[src/lc3b_pkg.sv]
`default_nettype none

package lc3b_pkg;

    typedef logic [15:0] lc3b_word;
    typedef logic [2:0] lc3b_reg;
    typedef logic [2:0] lc3b_nzp;

    // only the opcodes this core executes
    typedef enum logic [3:0] {
        op_br  = 4'b0000,
        op_add = 4'b0001,
        op_and = 4'b0101,
        op_ldr = 4'b0110,
        op_str = 4'b0111,
        op_not = 4'b1001
    } lc3b_opcode;

    // pass forwards the second operand
    typedef enum logic [1:0] {
        alu_pass = 2'b00,
        alu_add  = 2'b01,
        alu_and  = 2'b10,
        alu_not  = 2'b11
    } lc3b_aluop;

    typedef struct packed {
        lc3b_opcode opcode;
        lc3b_aluop  aluop;
        logic       imm_sel;
        logic       ld_reg;
        logic       ld_cc;
        logic       mem_read;
        logic       mem_write;
        logic       branch;
        logic       wb_mem;
    } lc3b_control_word;

    // first fetch address
    localparam lc3b_word reset_pc = 16'h0000;

    // all-zero word decodes as a never-taken BR
    localparam lc3b_word nop_word = 16'h0000;

    localparam lc3b_word pc_step = 16'd2;

    localparam int num_regs = 8;

endpackage : lc3b_pkg

`default_nettype wire

[src/arbiter.sv]
`timescale 1ns/1ps
`default_nettype none

module arbiter
(
    input  logic               clk,
    input  logic               rst,

    input  logic               mem_read_in,
    input  logic               mem_write_in,
    input  lc3b_pkg::lc3b_word mem_address_fetch,
    input  lc3b_pkg::lc3b_word mem_address_mem,
    input  logic               mem_resp,

    output lc3b_pkg::lc3b_word mem_address,
    output logic               mem_read,
    output logic               mem_write,
    output logic               ld_regs
);

    typedef enum logic {
        data_phase,
        fetch_phase
    } state_t;

    state_t state;
    logic   resp_q;
    logic   data_pending;

    assign data_pending = (state == data_phase) && (mem_read_in || mem_write_in);

    // resp_q forces one idle cycle after every response
    always_comb begin
        if (data_pending) begin
            mem_address = mem_address_mem;
            mem_read    = mem_read_in && !resp_q;
            mem_write   = mem_write_in && !resp_q;
        end else begin
            mem_address = mem_address_fetch;
            mem_read    = !resp_q;
            mem_write   = 1'b0;
        end
    end

    assign ld_regs = mem_resp && !resp_q && !data_pending;

    always_ff @(posedge clk) begin
        if (rst) begin
            state  <= data_phase;
            resp_q <= 1'b0;
        end else begin
            resp_q <= mem_resp;
            if (ld_regs) begin
                state <= data_phase;
            end else if (data_pending && mem_resp && !resp_q) begin
                state <= fetch_phase;
            end
        end
    end

endmodule : arbiter

`default_nettype wire

[src/decode.sv]
`timescale 1ns/1ps
`default_nettype none

module decode
(
    input  logic                       clk,
    input  logic                       rst,
    input  logic                       load_regs,

    input  lc3b_pkg::lc3b_word         npc_in,
    input  lc3b_pkg::lc3b_word         ir_in,
    input  logic                       ld_reg_store,
    input  logic                       ld_cc_store,
    input  lc3b_pkg::lc3b_word         reg_data,
    input  lc3b_pkg::lc3b_reg          dest_reg,
    input  lc3b_pkg::lc3b_nzp          cc_data,

    output lc3b_pkg::lc3b_word         npc,
    output lc3b_pkg::lc3b_word         ir,
    output lc3b_pkg::lc3b_word         sr1,
    output lc3b_pkg::lc3b_word         sr2,
    output lc3b_pkg::lc3b_nzp          cc,
    output lc3b_pkg::lc3b_reg          dr,
    output lc3b_pkg::lc3b_control_word cw
);

    lc3b_pkg::lc3b_word         regs [lc3b_pkg::num_regs];
    lc3b_pkg::lc3b_nzp          cc_store;
    lc3b_pkg::lc3b_nzp          cc_now;
    lc3b_pkg::lc3b_opcode       opcode;
    lc3b_pkg::lc3b_control_word ctrl;
    lc3b_pkg::lc3b_reg          sr1_idx;
    lc3b_pkg::lc3b_reg          sr2_idx;
    lc3b_pkg::lc3b_word         sr1_val;
    lc3b_pkg::lc3b_word         sr2_val;

    assign opcode  = lc3b_pkg::lc3b_opcode'(ir_in[15:12]);
    assign sr1_idx = ir_in[8:6];
    // STR reads its source register from the dr field
    assign sr2_idx = (opcode == lc3b_pkg::op_str) ? ir_in[11:9] : ir_in[2:0];

    // write-back value is visible in the same cycle
    assign sr1_val = (ld_reg_store && dest_reg == sr1_idx) ? reg_data : regs[sr1_idx];
    assign sr2_val = (ld_reg_store && dest_reg == sr2_idx) ? reg_data : regs[sr2_idx];
    assign cc_now  = ld_cc_store ? cc_data : cc_store;

    always_ff @(posedge clk) begin
        if (load_regs && ld_reg_store) begin
            regs[dest_reg] <= reg_data;
        end
    end

    always_ff @(posedge clk) begin
        if (rst) begin
            cc_store <= '0;
        end else if (load_regs && ld_cc_store) begin
            cc_store <= cc_data;
        end
    end

    always_comb begin
        ctrl        = '0;
        ctrl.opcode = opcode;
        case (opcode)
            lc3b_pkg::op_add: begin
                ctrl.aluop   = lc3b_pkg::alu_add;
                ctrl.imm_sel = ir_in[5];
                ctrl.ld_reg  = 1'b1;
                ctrl.ld_cc   = 1'b1;
            end
            lc3b_pkg::op_and: begin
                ctrl.aluop   = lc3b_pkg::alu_and;
                ctrl.imm_sel = ir_in[5];
                ctrl.ld_reg  = 1'b1;
                ctrl.ld_cc   = 1'b1;
            end
            lc3b_pkg::op_not: begin
                ctrl.aluop  = lc3b_pkg::alu_not;
                ctrl.ld_reg = 1'b1;
                ctrl.ld_cc  = 1'b1;
            end
            lc3b_pkg::op_ldr: begin
                ctrl.mem_read = 1'b1;
                ctrl.ld_reg   = 1'b1;
                ctrl.ld_cc    = 1'b1;
                ctrl.wb_mem   = 1'b1;
            end
            lc3b_pkg::op_str: begin
                ctrl.mem_write = 1'b1;
            end
            lc3b_pkg::op_br: begin
                ctrl.branch = 1'b1;
            end
            default: begin
                ctrl.aluop = lc3b_pkg::alu_pass;
            end
        endcase
    end

    always_ff @(posedge clk) begin
        if (rst) begin
            ir <= lc3b_pkg::nop_word;
            cw <= '0;
            dr <= '0;
            cc <= '0;
        end else if (load_regs) begin
            ir <= ir_in;
            cw <= ctrl;
            dr <= ir_in[11:9];
            cc <= cc_now;
        end
    end

    always_ff @(posedge clk) begin
        if (load_regs) begin
            npc <= npc_in;
            sr1 <= sr1_val;
            sr2 <= sr2_val;
        end
    end

endmodule : decode

`default_nettype wire

[src/execute.sv]
`timescale 1ns/1ps
`default_nettype none

module execute
(
    input  logic                       clk,
    input  logic                       rst,
    input  logic                       load_regs,

    input  lc3b_pkg::lc3b_word         npc_in,
    input  lc3b_pkg::lc3b_word         ir_in,
    input  lc3b_pkg::lc3b_word         sr1,
    input  lc3b_pkg::lc3b_word         sr2,
    input  lc3b_pkg::lc3b_nzp          cc_in,
    input  lc3b_pkg::lc3b_reg          dr_in,
    input  lc3b_pkg::lc3b_control_word cw_in,

    output lc3b_pkg::lc3b_word         address,
    output lc3b_pkg::lc3b_word         result,
    output lc3b_pkg::lc3b_word         npc,
    output lc3b_pkg::lc3b_word         ir,
    output lc3b_pkg::lc3b_word         data,
    output lc3b_pkg::lc3b_nzp          cc,
    output lc3b_pkg::lc3b_reg          dr,
    output lc3b_pkg::lc3b_control_word cw
);

    lc3b_pkg::lc3b_word imm5;
    lc3b_pkg::lc3b_word off6;
    lc3b_pkg::lc3b_word off9;
    lc3b_pkg::lc3b_word alu_b;
    lc3b_pkg::lc3b_word alu_out;
    lc3b_pkg::lc3b_word ea;

    assign imm5 = {{11{ir_in[4]}}, ir_in[4:0]};
    // offsets are word offsets, hence the extra zero
    assign off6 = {{9{ir_in[5]}}, ir_in[5:0], 1'b0};
    assign off9 = {{6{ir_in[8]}}, ir_in[8:0], 1'b0};

    assign alu_b = cw_in.imm_sel ? imm5 : sr2;

    always_comb begin
        case (cw_in.aluop)
            lc3b_pkg::alu_add: alu_out = sr1 + alu_b;
            lc3b_pkg::alu_and: alu_out = sr1 & alu_b;
            lc3b_pkg::alu_not: alu_out = ~sr1;
            default:           alu_out = alu_b;
        endcase
    end

    // branch target for BR, base plus offset for LDR and STR
    assign ea = cw_in.branch ? (npc_in + off9) : (sr1 + off6);

    always_ff @(posedge clk) begin
        if (rst) begin
            ir <= lc3b_pkg::nop_word;
            cw <= '0;
            cc <= '0;
            dr <= '0;
        end else if (load_regs) begin
            ir <= ir_in;
            cw <= cw_in;
            cc <= cc_in;
            dr <= dr_in;
        end
    end

    always_ff @(posedge clk) begin
        if (load_regs) begin
            address <= ea;
            result  <= alu_out;
            npc     <= npc_in;
            data    <= sr2;
        end
    end

endmodule : execute

`default_nettype wire

[src/fetch.sv]
`timescale 1ns/1ps
`default_nettype none

module fetch
(
    input  logic               clk,
    input  logic               rst,

    input  logic               pc_mux_sel,
    input  lc3b_pkg::lc3b_word target_pc,
    input  logic               ld_pc,
    input  lc3b_pkg::lc3b_word mem_rdata,

    output lc3b_pkg::lc3b_word inst_address,
    output lc3b_pkg::lc3b_word new_pc,
    output lc3b_pkg::lc3b_word ir
);

    lc3b_pkg::lc3b_word pc;
    lc3b_pkg::lc3b_word pc_plus2;

    assign inst_address = pc;
    assign pc_plus2     = pc + lc3b_pkg::pc_step;

    // taken branch from the memory stage overrides sequential fetch
    always_ff @(posedge clk) begin
        if (rst) begin
            pc <= lc3b_pkg::reset_pc;
        end else if (ld_pc) begin
            pc <= pc_mux_sel ? target_pc : pc_plus2;
        end
    end

    always_ff @(posedge clk) begin
        if (rst) begin
            ir <= lc3b_pkg::nop_word;
        end else if (ld_pc) begin
            ir <= mem_rdata;
        end
    end

    always_ff @(posedge clk) begin
        if (ld_pc) begin
            new_pc <= pc_plus2;
        end
    end

endmodule : fetch

`default_nettype wire

[src/mem_access.sv]
`timescale 1ns/1ps
`default_nettype none

module mem_access
(
    input  logic                       clk,
    input  logic                       rst,
    input  logic                       load_regs,

    input  lc3b_pkg::lc3b_word         address_in,
    input  lc3b_pkg::lc3b_word         npc_in,
    input  lc3b_pkg::lc3b_word         ir_in,
    input  lc3b_pkg::lc3b_word         result_in,
    input  lc3b_pkg::lc3b_word         data_in,
    input  lc3b_pkg::lc3b_nzp          cc_in,
    input  lc3b_pkg::lc3b_reg          dr_in,
    input  lc3b_pkg::lc3b_control_word cw_in,

    input  lc3b_pkg::lc3b_word         mem_rdata,
    input  logic                       mem_resp,

    output lc3b_pkg::lc3b_word         mem_address,
    output lc3b_pkg::lc3b_word         mem_wdata,
    output logic                       mem_read,
    output logic                       mem_write,
    output logic                       mem_pc_mux,
    output lc3b_pkg::lc3b_word         target_pc,

    output lc3b_pkg::lc3b_word         result,
    output lc3b_pkg::lc3b_word         data,
    output lc3b_pkg::lc3b_reg          dr,
    output lc3b_pkg::lc3b_control_word cw
);

    lc3b_pkg::lc3b_word mdr;
    logic               capture;

    assign mem_address = address_in;
    assign mem_wdata   = data_in;
    assign mem_read    = cw_in.mem_read;
    assign mem_write   = cw_in.mem_write;

    // nzp field against the codes carried with the branch
    assign mem_pc_mux = cw_in.branch && (|(ir_in[11:9] & cc_in));
    assign target_pc  = mem_pc_mux ? address_in : npc_in;

    // the data response always comes before the fetch response of a step
    assign capture = mem_read && mem_resp && !load_regs;

    always_ff @(posedge clk) begin
        if (capture) begin
            mdr <= mem_rdata;
        end
    end

    always_ff @(posedge clk) begin
        if (rst) begin
            cw <= '0;
            dr <= '0;
        end else if (load_regs) begin
            cw <= cw_in;
            dr <= dr_in;
        end
    end

    always_ff @(posedge clk) begin
        if (load_regs) begin
            result <= result_in;
            data   <= mdr;
        end
    end

endmodule : mem_access

`default_nettype wire

[src/mp3.sv]
`timescale 1ns/1ps
`default_nettype none

module mp3
(
    input  logic               clk,
    input  logic               rst,

    input  logic               mem_resp,
    input  lc3b_pkg::lc3b_word mem_rdata,
    output logic               mem_read,
    output logic               mem_write,
    output logic [1:0]         mem_byte_enable,
    output lc3b_pkg::lc3b_word mem_address,
    output lc3b_pkg::lc3b_word mem_wdata
);

    // shared pipeline strobe and feedback paths
    logic                       load_regs;
    logic                       pc_mux_sel;
    lc3b_pkg::lc3b_word         target_pc;
    lc3b_pkg::lc3b_word         pc_out;
    lc3b_pkg::lc3b_word         new_mem_address;
    logic                       new_mem_read;
    logic                       new_mem_write;
    lc3b_pkg::lc3b_word         reg_data;
    lc3b_pkg::lc3b_reg          dest_reg;
    logic                       ld_reg_store;
    logic                       ld_cc_store;
    lc3b_pkg::lc3b_nzp          gencc_out;

    lc3b_pkg::lc3b_word         f_de_npc;
    lc3b_pkg::lc3b_word         f_de_ir;

    lc3b_pkg::lc3b_word         de_ex_npc;
    lc3b_pkg::lc3b_word         de_ex_ir;
    lc3b_pkg::lc3b_word         de_ex_sr1;
    lc3b_pkg::lc3b_word         de_ex_sr2;
    lc3b_pkg::lc3b_nzp          de_ex_cc;
    lc3b_pkg::lc3b_reg          de_ex_dr;
    lc3b_pkg::lc3b_control_word de_ex_cw;

    lc3b_pkg::lc3b_word         ex_mem_address;
    lc3b_pkg::lc3b_word         ex_mem_result;
    lc3b_pkg::lc3b_word         ex_mem_npc;
    lc3b_pkg::lc3b_word         ex_mem_ir;
    lc3b_pkg::lc3b_word         ex_mem_data;
    lc3b_pkg::lc3b_nzp          ex_mem_cc;
    lc3b_pkg::lc3b_reg          ex_mem_dr;
    lc3b_pkg::lc3b_control_word ex_mem_cw;

    lc3b_pkg::lc3b_word         mem_wb_result;
    lc3b_pkg::lc3b_word         mem_wb_data;
    lc3b_pkg::lc3b_reg          mem_wb_dr;
    lc3b_pkg::lc3b_control_word mem_wb_cw;

    // word accesses only
    assign mem_byte_enable = 2'b11;

    arbiter arbiter_int
    (
        .clk,
        .rst,
        .mem_read_in(new_mem_read),
        .mem_write_in(new_mem_write),
        .mem_address_fetch(pc_out),
        .mem_address_mem(new_mem_address),
        .mem_resp,
        .mem_address,
        .mem_read,
        .mem_write,
        .ld_regs(load_regs)
    );

    fetch fetch_int
    (
        .clk,
        .rst,
        .pc_mux_sel,
        .target_pc,
        .ld_pc(load_regs),
        .mem_rdata,
        .inst_address(pc_out),
        .new_pc(f_de_npc),
        .ir(f_de_ir)
    );

    decode decode_int
    (
        .clk,
        .rst,
        .load_regs,
        .npc_in(f_de_npc),
        .ir_in(f_de_ir),
        .ld_reg_store,
        .ld_cc_store,
        .reg_data,
        .dest_reg,
        .cc_data(gencc_out),
        .npc(de_ex_npc),
        .ir(de_ex_ir),
        .sr1(de_ex_sr1),
        .sr2(de_ex_sr2),
        .cc(de_ex_cc),
        .dr(de_ex_dr),
        .cw(de_ex_cw)
    );

    execute execute_int
    (
        .clk,
        .rst,
        .load_regs,
        .npc_in(de_ex_npc),
        .ir_in(de_ex_ir),
        .sr1(de_ex_sr1),
        .sr2(de_ex_sr2),
        .cc_in(de_ex_cc),
        .dr_in(de_ex_dr),
        .cw_in(de_ex_cw),
        .address(ex_mem_address),
        .result(ex_mem_result),
        .npc(ex_mem_npc),
        .ir(ex_mem_ir),
        .data(ex_mem_data),
        .cc(ex_mem_cc),
        .dr(ex_mem_dr),
        .cw(ex_mem_cw)
    );

    mem_access mem_access_int
    (
        .clk,
        .rst,
        .load_regs,
        .address_in(ex_mem_address),
        .npc_in(ex_mem_npc),
        .ir_in(ex_mem_ir),
        .result_in(ex_mem_result),
        .data_in(ex_mem_data),
        .cc_in(ex_mem_cc),
        .dr_in(ex_mem_dr),
        .cw_in(ex_mem_cw),
        .mem_rdata,
        .mem_resp,
        .mem_address(new_mem_address),
        .mem_wdata,
        .mem_read(new_mem_read),
        .mem_write(new_mem_write),
        .mem_pc_mux(pc_mux_sel),
        .target_pc,
        .result(mem_wb_result),
        .data(mem_wb_data),
        .dr(mem_wb_dr),
        .cw(mem_wb_cw)
    );

    write_back write_back_int
    (
        .result(mem_wb_result),
        .data(mem_wb_data),
        .dr(mem_wb_dr),
        .cw(mem_wb_cw),
        .reg_data,
        .dest_reg,
        .ld_reg_store,
        .ld_cc_store,
        .gencc_out
    );

endmodule : mp3

`default_nettype wire

[src/write_back.sv]
`timescale 1ns/1ps
`default_nettype none

module write_back
(
    input  lc3b_pkg::lc3b_word         result,
    input  lc3b_pkg::lc3b_word         data,
    input  lc3b_pkg::lc3b_reg          dr,
    input  lc3b_pkg::lc3b_control_word cw,

    output lc3b_pkg::lc3b_word         reg_data,
    output lc3b_pkg::lc3b_reg          dest_reg,
    output logic                       ld_reg_store,
    output logic                       ld_cc_store,
    output lc3b_pkg::lc3b_nzp          gencc_out
);

    assign reg_data     = cw.wb_mem ? data : result;
    assign dest_reg     = dr;
    assign ld_reg_store = cw.ld_reg;
    assign ld_cc_store  = cw.ld_cc;

    // n z p from the value being written
    always_comb begin
        if (reg_data[15]) begin
            gencc_out = 3'b100;
        end else if (reg_data == '0) begin
            gencc_out = 3'b010;
        end else begin
            gencc_out = 3'b001;
        end
    end

endmodule : write_back

`default_nettype wire
[config.mk]
export PLATFORM = sky130hd
export DESIGN_NAME = mp3
export DESIGN_NICKNAME = d
export VERILOG_FILES = /design/src/lc3b_pkg.sv /design/src/arbiter.sv /design/src/decode.sv /design/src/execute.sv /design/src/fetch.sv /design/src/mem_access.sv /design/src/mp3.sv /design/src/write_back.sv
export SDC_FILE = /design/constraint.sdc
export NUM_CORES = 1
export LEC_CHECK = 0
export ABC_AREA = 1
export ABC_CLOCK_PERIOD_IN_PS = 6700
export BUFFER_PORTS_ARGS = -buffer_cell sky130_fd_sc_hd__buf_4
export CORE_MARGIN = 4
export CORE_UTILIZATION = 63
export CTS_CLUSTER_DIAMETER = 30
export DETAILED_ROUTE_END_ITERATION = 16
export PLACE_DENSITY = 0.81
export SLEW_MARGIN = 20
export SYNTH_ARGS = -nofsm -noshare
export SYNTH_HDL_FRONTEND = slang
export SYNTH_SLANG_ARGS = --single-unit
[constraint.sdc]
create_clock -name clk -period 6.7 [get_ports clk]
set_input_delay 0.335 -clock clk [delete_from_list [all_inputs] [get_ports clk]]
set_output_delay 0.335 -clock clk [all_outputs]
set_load 0.01 [all_outputs]
==> results.json <==
{
  "vias": 16199,
  "start_util_pct": 63.8,
  "track_usage_pct": 34.2,
  "period_minus_slack_ns": 3.34,
  "post-route-period-util_pct": 49.8,
  "final_util_pct": 74.9,
  "yosysUniqueCellTypes": 49,
  "max_slew_margin_pct": 24.8,
  "core_um2": 28700,
  "detail-route-antenna-nets": 0,
  "hold_violations": 0,
  "fmax_ghz": 0.299,
  "worst_slack_ns": 3.36,
  "drive_above_1_share_pct": 10.1,
  "hpwl_mm": 33.8,
  "p_per_area_nw_per_um2": 310,
  "clk_latency_ns": 0.56,
  "slew_viol_final": 0,
  "synth_warnings": 0,
  "antenna_found_initial": 0,
  "syn_area_per_cell_um2": 8.84,
  "cts_setup_buffers": 0,
  "cts_buffers": 67,
  "viasPerCell": 6.28,
  "routabilityCongestion": 0.949,
  "ir_drop_uv": 236,
  "drt-pass1-iter-count": 7,
  "num_antenna_cells": 0,
  "ctsHoldBuffers": 16,
  "grt_max_degree": 80,
  "routed_wl_mm": 54.4,
  "die_w_um": 179,
  "path_max_fanout": 33,
  "grt_pass1_vias": 15765,
  "cts.sinks": 362,
  "power.leakage_nw": 9.17,
  "layout_commonest_cell": "nand2_1",
  "ioPinCount": 55,
  "cp-end-kind": "flip-flop",
  "clkSlewWorstSetupHoldPaths_ns": 0.05,
  "startpoint_type": "flip-flop",
  "initialDrtViolationCount": 2449,
  "synthesis.area_um2": 18300,
  "arrival_ns": 3.64,
  "die_h_um": 179,
  "num_rows": 62,
  "grt_pass1_wl_mm": 84.3,
  "dp_slack_ns": 3.55,
  "worst-setup-path-type": "reg2reg",
  "final.setup.tns_ns": 0,
  "area_growth_pct": 17.4,
  "max_cap_viol_count": 0,
  "clock_path_buffers": 3,
  "avgRoutedWirePerCell_um": 21.1,
  "final_nets": 2209,
  "die_area_um2": 31900,
  "port_buffers": 52,
  "cts_tree": "yes",
  "min_path_type": "in2reg",
  "gr-total-overflow": 0,
  "synth_cells": 2074,
  "cts-root-buf": "clkbuf_16",
  "status": "finished, final reports clean",
  "synth-edff-count": 288,
  "worstPathRequired_ns": 7.00,
  "cts.repair.resized": 0,
  "worst_pin_slew_ns": 1.13,
  "ys_ff_latch": 362,
  "ctsHtreeMaxLevel": 3,
  "synth_top_flop_cell": "edfxtp_1",
  "yosysSeqAreaShare_pct": 55.3,
  "post-route-drc-count": 0,
  "rsz0062_at_grt": "no",
  "finalSetupViolations": 0,
  "skew_ns": 0.0227,
  "final_cell_mix": "nand2_1, nand3_1, inv_1, edfxtp_1, o21ai_0",
  "async_flop_share_pct": 0
}
## final cells by class
type                    count  area (µm²)
inverters                 300        1130
clock buffers              77        1810
multi-input cells        1326        6720
clock inverters            46         566
fillers                  1907        7190
well taps                 384         480
repair buffers             84         671
flip-flops and latches    362       10100
## power by group
part           switching (W)  total [W]  leakage, nW  internal [W]
Sequential         0.0000631    0.00259         3.28       0.00253
Combinational       0.000404   0.000581         4.74      0.000177
Clock                0.00121    0.00349         1.14       0.00228
## Yosys cell counts (all sizes together), types with 12 or more instances
cell type | n | area [µm²]
a21oi | 121 | 606
a31oi | 12 | 75.1
buf | 39 | 199
clkbuf | 48 | 180
dfxtp | 74 | 1480
edfxtp | 288 | 8650
ha | 46 | 576
inv | 297 | 1120
nand2 | 473 | 1830
nand3 | 298 | 1500
nand3b | 14 | 105
nor2 | 85 | 360
nor3 | 16 | 80.1
o21ai | 156 | 781
o22ai | 36 | 225
xor2 | 12 | 105
## through the flow
step | instance area (µm²) | hold WS, ns | cells | total power [W]
3_5_place_dp | 19000 | 0.405 | 2440 | 0.00317
3_3_place_gp | 19000 | 0.402 | 2440 | 0.00316
4_1_cts | 21500 | 0.0371 | 2579 | 0.00664
6_report | 21500 | 0.0692 | 2579 | 0.00666
5_1_grt | 21500 | 0.0617 | 2579 | 0.00684
2_1_floorplan | 18300 | 0.400 | 2075 | 0.00299
## worst max-delay path: stages (launching register included)
cell	delay [ns]
dfxtp_1	0.42
nand2_1	0.10
inv_2	0.15
nand3_2	0.63
nand2_2	0.92
nand2_1	0.14
nand2_1	0.15
nor2_4	0.04
nand2_4	0.19
inv_4	0.13
nand2_1	0.11
nand2_1	0.08
## flip-flops by register name (all words and copies together) (netlist names), 4 cells and up
register                flops
decode_int.cw               7
decode_int.ir               9
decode_int.npc             16
decode_int.regs           128
decode_int.sr1             16
decode_int.sr2             16
execute_int.address        16
execute_int.cw              4
execute_int.data           16
execute_int.result         16
fetch_int.inst_address     16
fetch_int.ir               16
fetch_int.new_pc           16
mem_access_int.data        16
mem_access_int.mdr         16
mem_access_int.result      16
## logic make-up after synthesis
logic type               share of synthesized area [%]
flip-flops                                        55.3
XOR/XNOR                                         0.717
adder cells (fa/ha/maj)                           3.47
buffers and inverters                             8.23
AND/OR/NAND/NOR                                   22.0
other                                           0.0205
AO/OA/AOI/OAI                                     10.1
multiplexers                                     0.178
## metal layers
layer	wire, µm	global-route usage (%)
met1	19100	42.0
met2	25500	55.6
met3	6490	8.65
met4	3210	19.0
met5	0	0
## worst paths after layout
check                                      startpoint                       end  slack [ns]  cells after the start
worst max-delay path                 fetch_int.ir[14]         decode_int.sr2[2]        3.36                     11
worst max register to register       fetch_int.ir[14]         decode_int.sr2[2]        3.36                     11
worst min-delay path                              rst    decode_int.cc_store[0]        0.07                      2
worst min register to register  execute_int.result[3]  mem_access_int.result[3]        0.41                      0
(Power assumes the default switching activity.)
